## config.mk

```make
export PLATFORM = sky130hd
export DESIGN_NAME = rf_controller
export DESIGN_NICKNAME = d
export VERILOG_FILES = /design/src/rtl/rf_pkg.sv /design/src/rtl/rf_wr_if.sv /design/src/rtl/secded_dec.sv /design/src/rtl/gpr_file.sv /design/src/rtl/rf_acm.sv /design/src/rtl/rf_controller.sv
export SDC_FILE = /design/constraint.sdc
export NUM_CORES = 2
export LEC_CHECK = 0
export BUFFER_PORTS_ARGS = -buffer_cell sky130_fd_sc_hd__buf_4
export CAP_MARGIN = 20
export CELL_PAD_IN_SITES_DETAIL_PLACEMENT = 1
export CELL_PAD_IN_SITES_GLOBAL_PLACEMENT = 2
export CORE_UTILIZATION = 40
export CTS_BUF_LIST = sky130_fd_sc_hd__clkbuf_8
export CTS_CLUSTER_DIAMETER = 100
export DETAILED_ROUTE_END_ITERATION = 6
export PLACE_DENSITY_LB_ADDON = 0.3
export SYNTH_ARGS = -nofsm -noshare
export SYNTH_HDL_FRONTEND = slang
export SYNTH_SLANG_ARGS = --single-unit
```

## constraint.sdc

```tcl
create_clock -name s_clk_i -period 8.8 [get_ports s_clk_i]
set_input_delay 0.44 -clock s_clk_i [delete_from_list [all_inputs] [get_ports s_clk_i]]
set_output_delay 0.44 -clock s_clk_i [all_outputs]
set_load 0.1 [all_outputs]
```

## src/rtl/rf_pkg.sv

```systemverilog
//**************************************************
// register file package: widths, address and
// code word types, SEC-DED (39,32) check-bit encoder
//**************************************************
`default_nettype none

package rf_pkg;

   localparam int XLEN = 32;                        // data bits per register
   localparam int CHKW = 7;                         // 6 hamming bits + overall parity
   localparam int CWW  = XLEN + CHKW;               // stored code word width
   localparam int NREG = 32;                        // x0 .. x31

   typedef logic [4:0] rf_add;                      // register index

   typedef struct packed {
      logic [CHKW-1:0] chk;                         // [6] overall parity, [5:0] hamming
      logic [XLEN-1:0] data;
   } rf_cw;

   // data bit k sits at the k-th hamming position that is not a power of two,
   // so positions 3,5,6,7,9 .. 38 carry data and each hamming bit j covers
   // every position with bit j set
   function automatic rf_cw rf_encode(input logic [XLEN-1:0] data);
      rf_cw cw;
      logic [CHKW-2:0] hchk;
      int unsigned k;
      hchk = '0;
      k = 0;
      for (int unsigned p = 1; p < CWW; p++) begin
         if ((p & (p - 1)) != 0) begin              // skip check-bit positions
            if (data[k]) begin
               hchk ^= p[CHKW-2:0];                 // column of this data bit
            end
            k++;
         end
      end
      cw.data = data;
      cw.chk  = {^{hchk, data}, hchk};              // even parity over all 39 bits
      return cw;
   endfunction

endpackage

`default_nettype wire

```

## src/rtl/rf_wr_if.sv

```systemverilog
//**************************************************
// write port of the register array
//**************************************************
`timescale 1ns/1ns
`default_nettype none

interface rf_wr_if (
   input logic clk                                  // register file clock
);

   logic          we;                               // write enable without handshake
   rf_pkg::rf_add add;                              // target register
   rf_pkg::rf_cw  cw;                               // encoded word to store

   modport master (output we, add, cw);
   modport slave  (input we, add, cw, clk);

endinterface

`default_nettype wire

```

## src/rtl/secded_dec.sv

```systemverilog
//**************************************************
// SEC-DED (39,32) decoder for one read port
// single-bit correction, double-bit detection
//**************************************************
`timescale 1ns/1ns
`default_nettype none

module secded_dec (
   input  rf_pkg::rf_cw              cw_i,          // stored code word
   output logic [rf_pkg::XLEN-1:0]   data_o,        // corrected data
   output logic                      ce_o,          // correctable error
   output logic                      uce_o          // uncorrectable error
);

   rf_pkg::rf_cw                  s_recalc;         // check bits rebuilt from data
   logic [rf_pkg::CHKW-2:0]       s_syn;            // hamming syndrome
   logic                          s_par_err;        // overall parity mismatch

   always_comb begin
      rf_pkg::rf_cw            col;
      logic [rf_pkg::XLEN-1:0] unit;
      s_recalc  = rf_pkg::rf_encode(cw_i.data);
      s_syn     = s_recalc.chk[rf_pkg::CHKW-2:0] ^ cw_i.chk[rf_pkg::CHKW-2:0];
      s_par_err = ^cw_i;                             // odd number of flipped bits
      data_o    = cw_i.data;
      // syndrome equals the hamming position of the faulty bit, so compare it
      // against the column of every data bit and flip the one that matches
      for (int i = 0; i < rf_pkg::XLEN; i++) begin
         unit    = '0;
         unit[i] = 1'b1;
         col     = rf_pkg::rf_encode(unit);          // constant, folds away
         if (s_par_err && (col.chk[rf_pkg::CHKW-2:0] == s_syn)) begin
            data_o[i] = ~cw_i.data[i];
         end
      end
      ce_o  = s_par_err;                             // also covers a check-bit hit
      uce_o = !s_par_err && (s_syn != '0);           // even flips, syndrome set
   end

   always_comb begin
      a_flags_excl: assert (!(ce_o && uce_o));
   end

endmodule

`default_nettype wire

```

## src/rtl/gpr_file.sv

```systemverilog
//**************************************************
// 32 x 39-bit register array, one write port,
// two asynchronous read ports, upset injection
//**************************************************
`timescale 1ns/1ns
`default_nettype none

module gpr_file (
   input  logic          s_clk_i,                   // clock
   input  logic          rst_i,                     // sync reset, active high
   rf_wr_if.slave        wr,                        // write port from the arbiter
   input  rf_pkg::rf_add ra_i [2],                  // read addresses
   output rf_pkg::rf_cw  q_o [2],                   // raw code words
   input  logic          seu_we_i,                  // inject upset
   input  rf_pkg::rf_add seu_add_i,                 // register to corrupt
   input  rf_pkg::rf_cw  seu_mask_i                 // bits to flip
);

   rf_pkg::rf_cw s_mem [rf_pkg::NREG];              // code word storage
   rf_pkg::rf_cw s_seu_base;                        // word the mask lands on
   logic         s_wr_ok;                           // write to a real register

   assign s_wr_ok = wr.we && (wr.add != '0);        // x0 is hardwired

   // an upset in the same edge as a write corrupts the freshly written word
   assign s_seu_base = (s_wr_ok && (wr.add == seu_add_i)) ? wr.cw : s_mem[seu_add_i];

   always_ff @(posedge s_clk_i) begin
      if (rst_i) begin
         for (int i = 0; i < rf_pkg::NREG; i++) begin
            s_mem[i] <= rf_pkg::rf_encode('0);      // every register reads zero
         end
      end else begin
         if (s_wr_ok) begin
            s_mem[wr.add] <= wr.cw;
         end
         if (seu_we_i && (seu_add_i != '0)) begin
            s_mem[seu_add_i] <= s_seu_base ^ seu_mask_i;   // later nba wins
         end
      end
   end

   always_comb begin
      for (int p = 0; p < 2; p++) begin
         if (ra_i[p] == '0) begin
            q_o[p] = rf_pkg::rf_encode('0);         // x0 always zero
         end else begin
            q_o[p] = s_mem[ra_i[p]];
         end
      end
   end

   // neither the write port nor upset injection may ever touch x0
   a_x0_const: assert property (@(posedge s_clk_i) disable iff (rst_i) $stable(s_mem[0]));

endmodule

`default_nettype wire

```

## src/rtl/rf_acm.sv

```systemverilog
//**************************************************
// write port arbiter: write-back first, then the
// one pending scrub of a corrected register
//**************************************************
`timescale 1ns/1ns
`default_nettype none

module rf_acm (
   input  logic                    s_clk_i,         // clock
   input  logic                    rst_i,           // sync reset, active high
   input  logic                    wb_valid_i,      // result from WB stage
   input  rf_pkg::rf_add           wb_add_i,        // destination register
   input  logic [rf_pkg::XLEN-1:0] wb_val_i,        // result value
   input  rf_pkg::rf_add           ra_i [2],        // read addresses of both ports
   input  logic [rf_pkg::XLEN-1:0] rd_val_i [2],    // corrected read data
   input  logic [1:0]              ce_i,            // correctable error per port
   rf_wr_if.master                 wr               // array write port
);

   logic                    s_pend_q;               // correction waiting for the port
   rf_pkg::rf_add           s_pend_add_q;           // register to scrub
   logic [rf_pkg::XLEN-1:0] s_pend_val_q;           // corrected value
   logic                    s_cap;                  // record a correction this edge
   logic                    s_cap_sel;              // port being recorded
   logic [rf_pkg::XLEN-1:0] s_wr_val;               // unencoded write data

   always_comb begin
      s_cap_sel = !(ce_i[0] && (ra_i[0] != '0));    // port 1 has priority
      // a write-back to the same register this edge makes the correction stale
      s_cap = ce_i[s_cap_sel] && (ra_i[s_cap_sel] != '0) && !s_pend_q
              && !(wb_valid_i && (wb_add_i == ra_i[s_cap_sel]));
   end

   always_ff @(posedge s_clk_i) begin
      if (rst_i) begin
         s_pend_q <= 1'b0;
      end else if (s_cap) begin
         s_pend_q <= 1'b1;
      end else if (!wb_valid_i || (wb_add_i == s_pend_add_q)) begin
         s_pend_q <= 1'b0;                          // drained or overwritten
      end
   end

   always_ff @(posedge s_clk_i) begin
      if (s_cap) begin
         s_pend_add_q <= ra_i[s_cap_sel];
         s_pend_val_q <= rd_val_i[s_cap_sel];
      end
   end

   always_comb begin
      wr.we    = wb_valid_i || s_pend_q;            // scrub only on idle write-back
      wr.add   = wb_valid_i ? wb_add_i : s_pend_add_q;
      s_wr_val = wb_valid_i ? wb_val_i : s_pend_val_q;
      wr.cw    = rf_pkg::rf_encode(s_wr_val);
   end

   // back-pressure keeps the correction waiting, it is not written under write-back
   a_scrub_deferred: assert property (@(posedge s_clk_i) disable iff (rst_i)
      (s_pend_q && wb_valid_i && (wb_add_i != s_pend_add_q)) |=> s_pend_q);

   a_pend_rst: assert property (@(posedge s_clk_i) rst_i |=> !s_pend_q);

endmodule

`default_nettype wire

```

## src/rtl/rf_controller.sv

```systemverilog
//**************************************************
// SEC-DED protected integer register file top
// array, two port decoders and scrub arbiter
//**************************************************
`timescale 1ns/1ns
`default_nettype none

module rf_controller (
   input  logic                    s_clk_i,         // clock
   input  logic                    rst_i,           // sync reset, active high
   input  logic                    wb_valid_i,      // write-back valid
   input  rf_pkg::rf_add           wb_add_i,        // write-back destination
   input  logic [rf_pkg::XLEN-1:0] wb_val_i,        // write-back value
   input  rf_pkg::rf_add           r_p1_add_i,      // read port 1 address
   input  rf_pkg::rf_add           r_p2_add_i,      // read port 2 address
   input  logic                    seu_we_i,        // upset injection enable
   input  rf_pkg::rf_add           seu_add_i,       // upset target register
   input  rf_pkg::rf_cw            seu_mask_i,      // stored bits to flip
   output logic [rf_pkg::XLEN-1:0] p1_val_o,        // read value port 1
   output logic [rf_pkg::XLEN-1:0] p2_val_o,        // read value port 2
   output logic [1:0]              ce_o,            // correctable, bit 0 is port 1
   output logic [1:0]              uce_o            // uncorrectable, bit 0 is port 1
);

   rf_pkg::rf_add           s_rp_add [2];           // read addresses
   rf_pkg::rf_cw            s_rp_cw [2];            // raw words from the array
   logic [rf_pkg::XLEN-1:0] s_rp_val [2];           // corrected data

   assign s_rp_add[0] = r_p1_add_i;
   assign s_rp_add[1] = r_p2_add_i;
   assign p1_val_o    = s_rp_val[0];
   assign p2_val_o    = s_rp_val[1];

   rf_wr_if m_wr_if (.clk(s_clk_i));

   gpr_file m_gpr (
      .s_clk_i    (s_clk_i),
      .rst_i      (rst_i),
      .wr         (m_wr_if.slave),
      .ra_i       (s_rp_add),
      .q_o        (s_rp_cw),
      .seu_we_i   (seu_we_i),
      .seu_add_i  (seu_add_i),
      .seu_mask_i (seu_mask_i)
   );

   for (genvar g = 0; g < 2; g++) begin : g_port
      secded_dec m_dec (
         .cw_i   (s_rp_cw[g]),
         .data_o (s_rp_val[g]),
         .ce_o   (ce_o[g]),
         .uce_o  (uce_o[g])
      );
   end

   // flags feed the arbiter directly, the scrub starts the edge after detection
   rf_acm m_acm (
      .s_clk_i    (s_clk_i),
      .rst_i      (rst_i),
      .wb_valid_i (wb_valid_i),
      .wb_add_i   (wb_add_i),
      .wb_val_i   (wb_val_i),
      .ra_i       (s_rp_add),
      .rd_val_i   (s_rp_val),
      .ce_i       (ce_o),
      .wr         (m_wr_if.master)
   );

endmodule

`default_nettype wire

```

Word level (Yosys, flattened, before mapping)
Memory sizes are Yosys's and may differ from the RTL's. Index checks and enable logic that the tools add are counted.

Register bits: 38. Memory bits (writable): 1248. Bits of input ports: 95. Output and inout bits: 68. Logic and storage cells: 519. Memories: 1.

Memories: m_gpr.s_mem (words 32, width 39, read ports 3, clocked after Yosys merged registers in 0, write ports 32, RTL line gpr_file.sv:19) `rf_pkg::rf_cw s_mem [rf_pkg::NREG];`.

Order comparisons: 2. Equality and inequality tests: 67. Mux-type cells: 189. Bitwise operators: 161. Reduce and logical (&&, ||, !) cells: 96.

Operator list (count): 5-bit 2-to-1 mux (51); 39-bit 2-to-1 mux (5); 5-bit by 6-bit equality test with 1-bit output (first input constant) (30); 32-bit 2-to-1 mux (4); 3-bit inverter (39); 6-bit 2-to-1 mux (18); 4-bit by 6-bit equality test with 1-bit output (first input constant) (14); 4-bit 2-to-1 mux (21); 1-bit 2-to-1 mux (78); 39-bit OR reduction (2); 39-bit parity (2); 1-bit logical AND (74); 6-bit equality test (first input constant) (12); 2-bit inverter (36); 1-bit inverter (64); 4-bit inverter (15); 39-bit bitwise XOR (1); 38-bit parity (1); 3-bit by 6-bit equality test with 1-bit output (first input constant) (6); 3-bit 2-to-1 mux (9); 5-bit nonzero test (4); 5-bit equality test (3); 5-bit inverter (3); 2-bit by 6-bit equality test with 1-bit output (first input constant) (2); other kinds (10) (21).

Longest topological paths before layout
Word-level depth: 72. Depth in mapped cells: 22. Gate-level depth less buffers: 12.

By module
From an unflattened synthesis, not the netlist that was laid out.

Cells, all modules: 7897. Area total of the unflattened synthesis: 96457.5 µm².

Modules (own cells, without submodules): gpr_file (instances 1, cells an instance 7335, area an instance 90251.6 µm², sequential area each 37475.9 µm²); rf_acm (instances 1, cells an instance 244, area an instance 3145.5 µm², sequential area each 1131.1 µm²); secded_dec (g_port[1].m_dec) (instances 1, cells an instance 156, area an instance 1542.7 µm², sequential area each 0.0 µm²); secded_dec (g_port[0].m_dec) (instances 1, cells an instance 162, area an instance 1517.7 µm², sequential area each 0.0 µm²).

Least setup slack after synthesis
OpenSTA, ideal clock, no wires.

Path kind: in2reg. Start: input r_p1_add_i[0]. End: register m_acm.s_pend_add_q[0], enable pin. Arrival: 6.090 ns. Required time: 8.356 ns. Slack: 2.266 ns. Cell stages on the path: 18. Cell sequence: buf_4 > buf_6 > buf_6 > buf_6 > buf_4 > buf_4 > mux4_2 > a22oi_1 > a21oi_1 > o21ai_0 > xnor3_1 > xor2_1 > xnor2_1 > xnor2_2 > buf_2 > mux2i_1 > a221oi_1 > a21oi_1.

Cells in the longest elaborated chain, start to end: 13.

Ends and longest elaborated chain: from (decl) (RTL line rf_controller.sv:14) `input rf_pkg::rf_add r_p1_add_i,`; memory read 32 x 39 bit or 5-bit logical NOT (tied branches); 39-bit 2-to-1 mux (RTL line gpr_file.sv:45) `if (ra_i[p] == '0) begin`; 39-bit parity (RTL line secded_dec.sv:24) `s_par_err = ^cw_i;`; 1-bit logical AND (RTL line rf_acm.sv:28) `s_cap_sel = !(ce_i[0] && (ra_i[0] != '0));`; 1-bit logical NOT (RTL line rf_acm.sv:28); 1-bit inverter with 2-bit output (implied by the code) (RTL line rf_acm.sv:30, rf_acm.sv:31); 5-bit 2-to-1 mux (implied by the code) (3 in a row) (RTL line rf_acm.sv:30, rf_acm.sv:31); 5-bit equality test or 5-bit nonzero test (tied branches) (RTL line rf_acm.sv:31, rf_acm.sv:30); 1-bit logical AND (on tied branches) (RTL line rf_acm.sv:31, rf_acm.sv:30); 1-bit logical NOT or 1-bit logical AND (tied branches) (RTL line rf_acm.sv:31, rf_acm.sv:30); 1-bit logical AND (*) (RTL line rf_acm.sv:31) `&& !(wb_valid_i && (wb_add_i == ra_i[s_cap_sel]));`; net m_acm.s_cap (RTL line rf_acm.sv:23) `logic s_cap;`; to (signal assigned) (RTL line rf_acm.sv:46) `s_pend_add_q <= ra_i[s_cap_sel];`; to (decl) (RTL line rf_acm.sv:21) `rf_pkg::rf_add s_pend_add_q;`.

The timed path passes the listed nets; every way through them passes the cells marked *. The select of a mux whose other input is x is not followed. A chain may end at the register's enable or synchronous reset.

Worst setup path after layout
Start: input r_p1_add_i[0]. End: output p1_val_o[10] (netlist bit).

Cells in the longest elaborated chain, start to end: 55.

Ends and longest elaborated chain: memory read 32 x 39 bit or 5-bit logical NOT (tied branches); 39-bit 2-to-1 mux (*) (RTL line gpr_file.sv:45); 2-bit 2-to-1 mux (RTL line rf_pkg.sv:32) `if (data[k]) begin`; 2-bit inverter (no source line) or 3-bit 2-to-1 mux (tied branches); 3-bit 2-to-1 mux or 2-bit inverter (tied branches); 3-bit 2-to-1 mux (RTL line rf_pkg.sv:32); 3-bit inverter (no source line); 3-bit 2-to-1 mux (RTL line rf_pkg.sv:32); [38 not listed]; 6-bit 2-to-1 mux (2 in a row) (RTL line rf_pkg.sv:32); 3-bit inverter (no source line) or 6-bit 2-to-1 mux (tied branches); 6-bit 2-to-1 mux or 3-bit inverter (tied branches); 6-bit 2-to-1 mux (RTL line rf_pkg.sv:32); 6-bit bitwise XOR (RTL line secded_dec.sv:23) `s_syn = s_recalc.chk[rf_pkg::CHKW-2:0] ^ cw_i.chk[rf_pkg::CHKW-2:0];`; 4-bit by 6-bit equality test with 1-bit output (RTL line secded_dec.sv:32) `if (s_par_err && (col.chk[rf_pkg::CHKW-2:0] == s_syn)) begin`; 1-bit logical AND (RTL line secded_dec.sv:32); 1-bit 2-to-1 mux (*) (RTL line secded_dec.sv:32); to (decl) (RTL line rf_controller.sv:19) `output logic [rf_pkg::XLEN-1:0] p1_val_o,`.

Mark *: on every way between the ends. The rest lies on a longest branch, timed or not.

==> flow_summary.ini <==
[finish]
final_common_cell = edfxtp_1
area_delta_synth_final_pct = 11.8
nets = 5667
final_cell_mix = 1285 x edfxtp_1, 1231 x o22ai_1, 1093 x mux4_2, 441 x buf_4, 225 x clkbuf_8
drive_above_1_share_pct = 36.9

[clocking]
h-tree-depth = 4
root_buffer = clkbuf_8
cts_resized = 0
cts_tree = built
cts_hold_buf = 9
cts_setup_buffers = 0
clkTransAtPathRegs_ns = 0.07
cts_buffers = 222
clock_latency_ns = 1.08
clockBufferDepth = 3
cts_sinks = 1286

[synthesis]
synth-seq-cells = 1286
synthFlopType = edfxtp_1
synth.distinct_cells = 67
ys_seq_area_share_pct = 46.1
synth-edff-count = 1285
synth_area_sq_um = 83700
synthArstFlopShare_pct = 0
yosys.area.top_type = edfxtp_1
syn_inst = 5658
synth_top_area_share_pct = 46.1
syn_avg_cell_area_sq_um = 14.8
yosys_warnings = 0
ys_top_cells_by_area = edfxtp_1 46%, mux4_2 29%, o22ai_1 9.2%

[detailed_routing]
drtAntennaViolNets = 0
dr.pass1.iters = 7
drc = 37
avgRoutedWirePerCell_um = 54.8
drt_iter0_markers = 15100
via_per_inst = 8.48
wl_um = 471000
route.vias.total = 72900

[placement]
dp_hpwl_um = 266000
place_congestion = 0.991
placement.setup.worst_slack_ns = 1.54
place.port_buffers = 162

[timing]
rsz0062_at_grt = false
maxSlewViolCount = 2
finClkSkew_ns = 0.0785
hold_viol = 0
fmax_mhz = 130
tns_ns = 0
finalWorstSetupSlack_ns = 1.09
post-route-min-period_ns = 7.71
maxSlewHeadroom_pct = -11.9
worst_slew_pin_slew_ns = 1.68
setup_viol = 0
fin_crit_sh_pct = 87.7

[die]
coreArea_sq_um = 207000
dieHeight_um = 460
start_util_pct = 40.4
die_w_um = 460
pin_count = 163
dieArea_sq_um = 211000
rows = 167

[setup_path]
critPathArrivalTime_ns = 7.27
path_buf_inv = 5
crit_chain = buf_8, inv_2, buf_4, o21ai_0, nand3_1, xor2_1, xnor3_1, xnor3_1, xnor3_1, xnor2_4, buf_4, nand4_1, xor2_1, buf_4
worstPathRequired_ns = 8.36
r2r-end = m_acm.s_pend_val_q[25]
startpoint_type = primary input
rr_startpoint = m_gpr.s_mem[18][24]
slowest_stage = o21ai_0
timing.reg2reg.setup_slack_ns = 2.80
path_class = in -> out
critical_path.top_delay_family = XOR/XNOR gates
crit_fanout = 51
rr_worst_depth = 14
slowest_delay_ns = 0.74
end_kind = output pin

[hold_path]
hold-path-endpoint = m_gpr.s_mem[1][15]
hold_start = seu_mask_i[15]
min_path_cells = 4
hold_path_class = in -> reg

[pwr]
total_leakage_power_uw = 0.0313
p_per_area_nw_per_um2 = 313
ir_drop_v = 0.00118

[global_route]
grt_pass1_wl_um = 618000
antenna_found_initial = 40
gr-usage-all-layers_pct = 43.9
grt_pass1_vias = 68500
overflow = 0
grt_max_degree = 104

[outcome]
failed_checks = design-rule violations, max-slew violations
status = finished with violations

[flow_run]
cap_violations = 0
==> logic make-up (layout without fill, tap and decap cells) <==
kind of cell,count (synthesis),in the layout,synth area share (%)
AOI/OAI and AO/OA,1548,1548,11.8
DFF,1286,1286,46.1
muxes,1265,1265,31.5
buffers and inverters,847,906,4.36
and+or+nand+nor,398,398,2.39
xor gates and xnor gates,313,313,3.77
other,1,86,0.00448
==> through the flow <==
step	area (sq um)	power, uW	utilization (%)	cells	hold WS [ns]
3_3_place_gp	89200	23100	43.0	8116	0.628
3_5_place_dp	89200	23300	43.0	8120	0.651
4_1_cts	93400	28600	45.0	8536	0.00145
5_1_grt	93500	29600	45.1	8552	0.0783
2_1_floorplan	83900	18600	-	5696	0.542
6_report	93600	29300	45.1	8590	0.0419
==> worst min-delay path: cells and delay by family <==
family	cells	cell delay (ns)
buf+inv	2	0.32
xor+xnor	1	0.06
compound gates	1	0.15
==> report_power, final <==
group / internal [uW] / switching [uW]
Clock: 2580 / 2880
Combinational: 4710 / 11100
Sequential: 7630 / 346
==> area by class of cell <==
cell class              instances  area (sq um)
well taps                    2788          3490
fillers                     20300        114000
diodes                         47           118
clock buffers                 224          3080
flip-flops and latches       1286         38600
multi-input cells            3563         43200
repair buffers                487          4010
inverters                      12          52.6
clock inverters               183          1020
==> flip-flops by register name, indices dropped and copies added (netlist names) <==
register	flops
m_acm.s_pend_val_q	32
m_gpr.s_mem	1248
m_acm.s_pend_q	1
m_acm.s_pend_add_q	5
==> per-layer routing <==
metal  routed length, um  global-route usage (%)  vias to the layer above
met3               88200                    24.7                     2580
li1                    -                       -                    24200
met4               44500                    33.5                       48
met1              149000                    51.5                    37200
met2              189000                    58.7                     8796
met5                 618                    1.70                        -
==> worst max path at each step <==
stage / start / end / slack [ns] / cells past startpoint
after floorplan: r_p1_add_i[0] / m_acm.s_pend_add_q[0] / 2.27 / 18
after global placement: r_p1_add_i[0] / p1_val_o[10] / 1.60 / 14
after CTS: r_p1_add_i[0] / p1_val_o[10] / 1.53 / 14
final: r_p1_add_i[0] / p1_val_o[10] / 1.09 / 14
after global routing: r_p1_add_i[0] / p1_val_o[10] / 1.17 / 14
after detailed placement: r_p1_add_i[0] / p1_val_o[10] / 1.54 / 14
==> synth_stat cells (6+ instances only) <==
cell type and count:
a211o_1 29, a211oi_1 53, a21oi_1 65, a221oi_1 6, a22oi_1 87, and2_1 13, and3_1 7, buf_1 49
buf_2 77, buf_4 48, buf_6 22, clkbuf_1 636, edfxtp_1 1285, inv_1 10, mux2_2 61, mux2i_1 111
mux4_2 1093, nand2_1 130, nand2b_1 20, nand3_1 25, nand3b_1 8, nand4_1 21, nand4b_1 7, nor2_1 69
nor2b_1 59, nor3_1 13, o21ai_0 33, o21ai_1 6, o22ai_1 1231, xnor2_1 205, xnor3_1 27, xor2_1 77
Note: power is estimated with default switching activity, not from simulation.
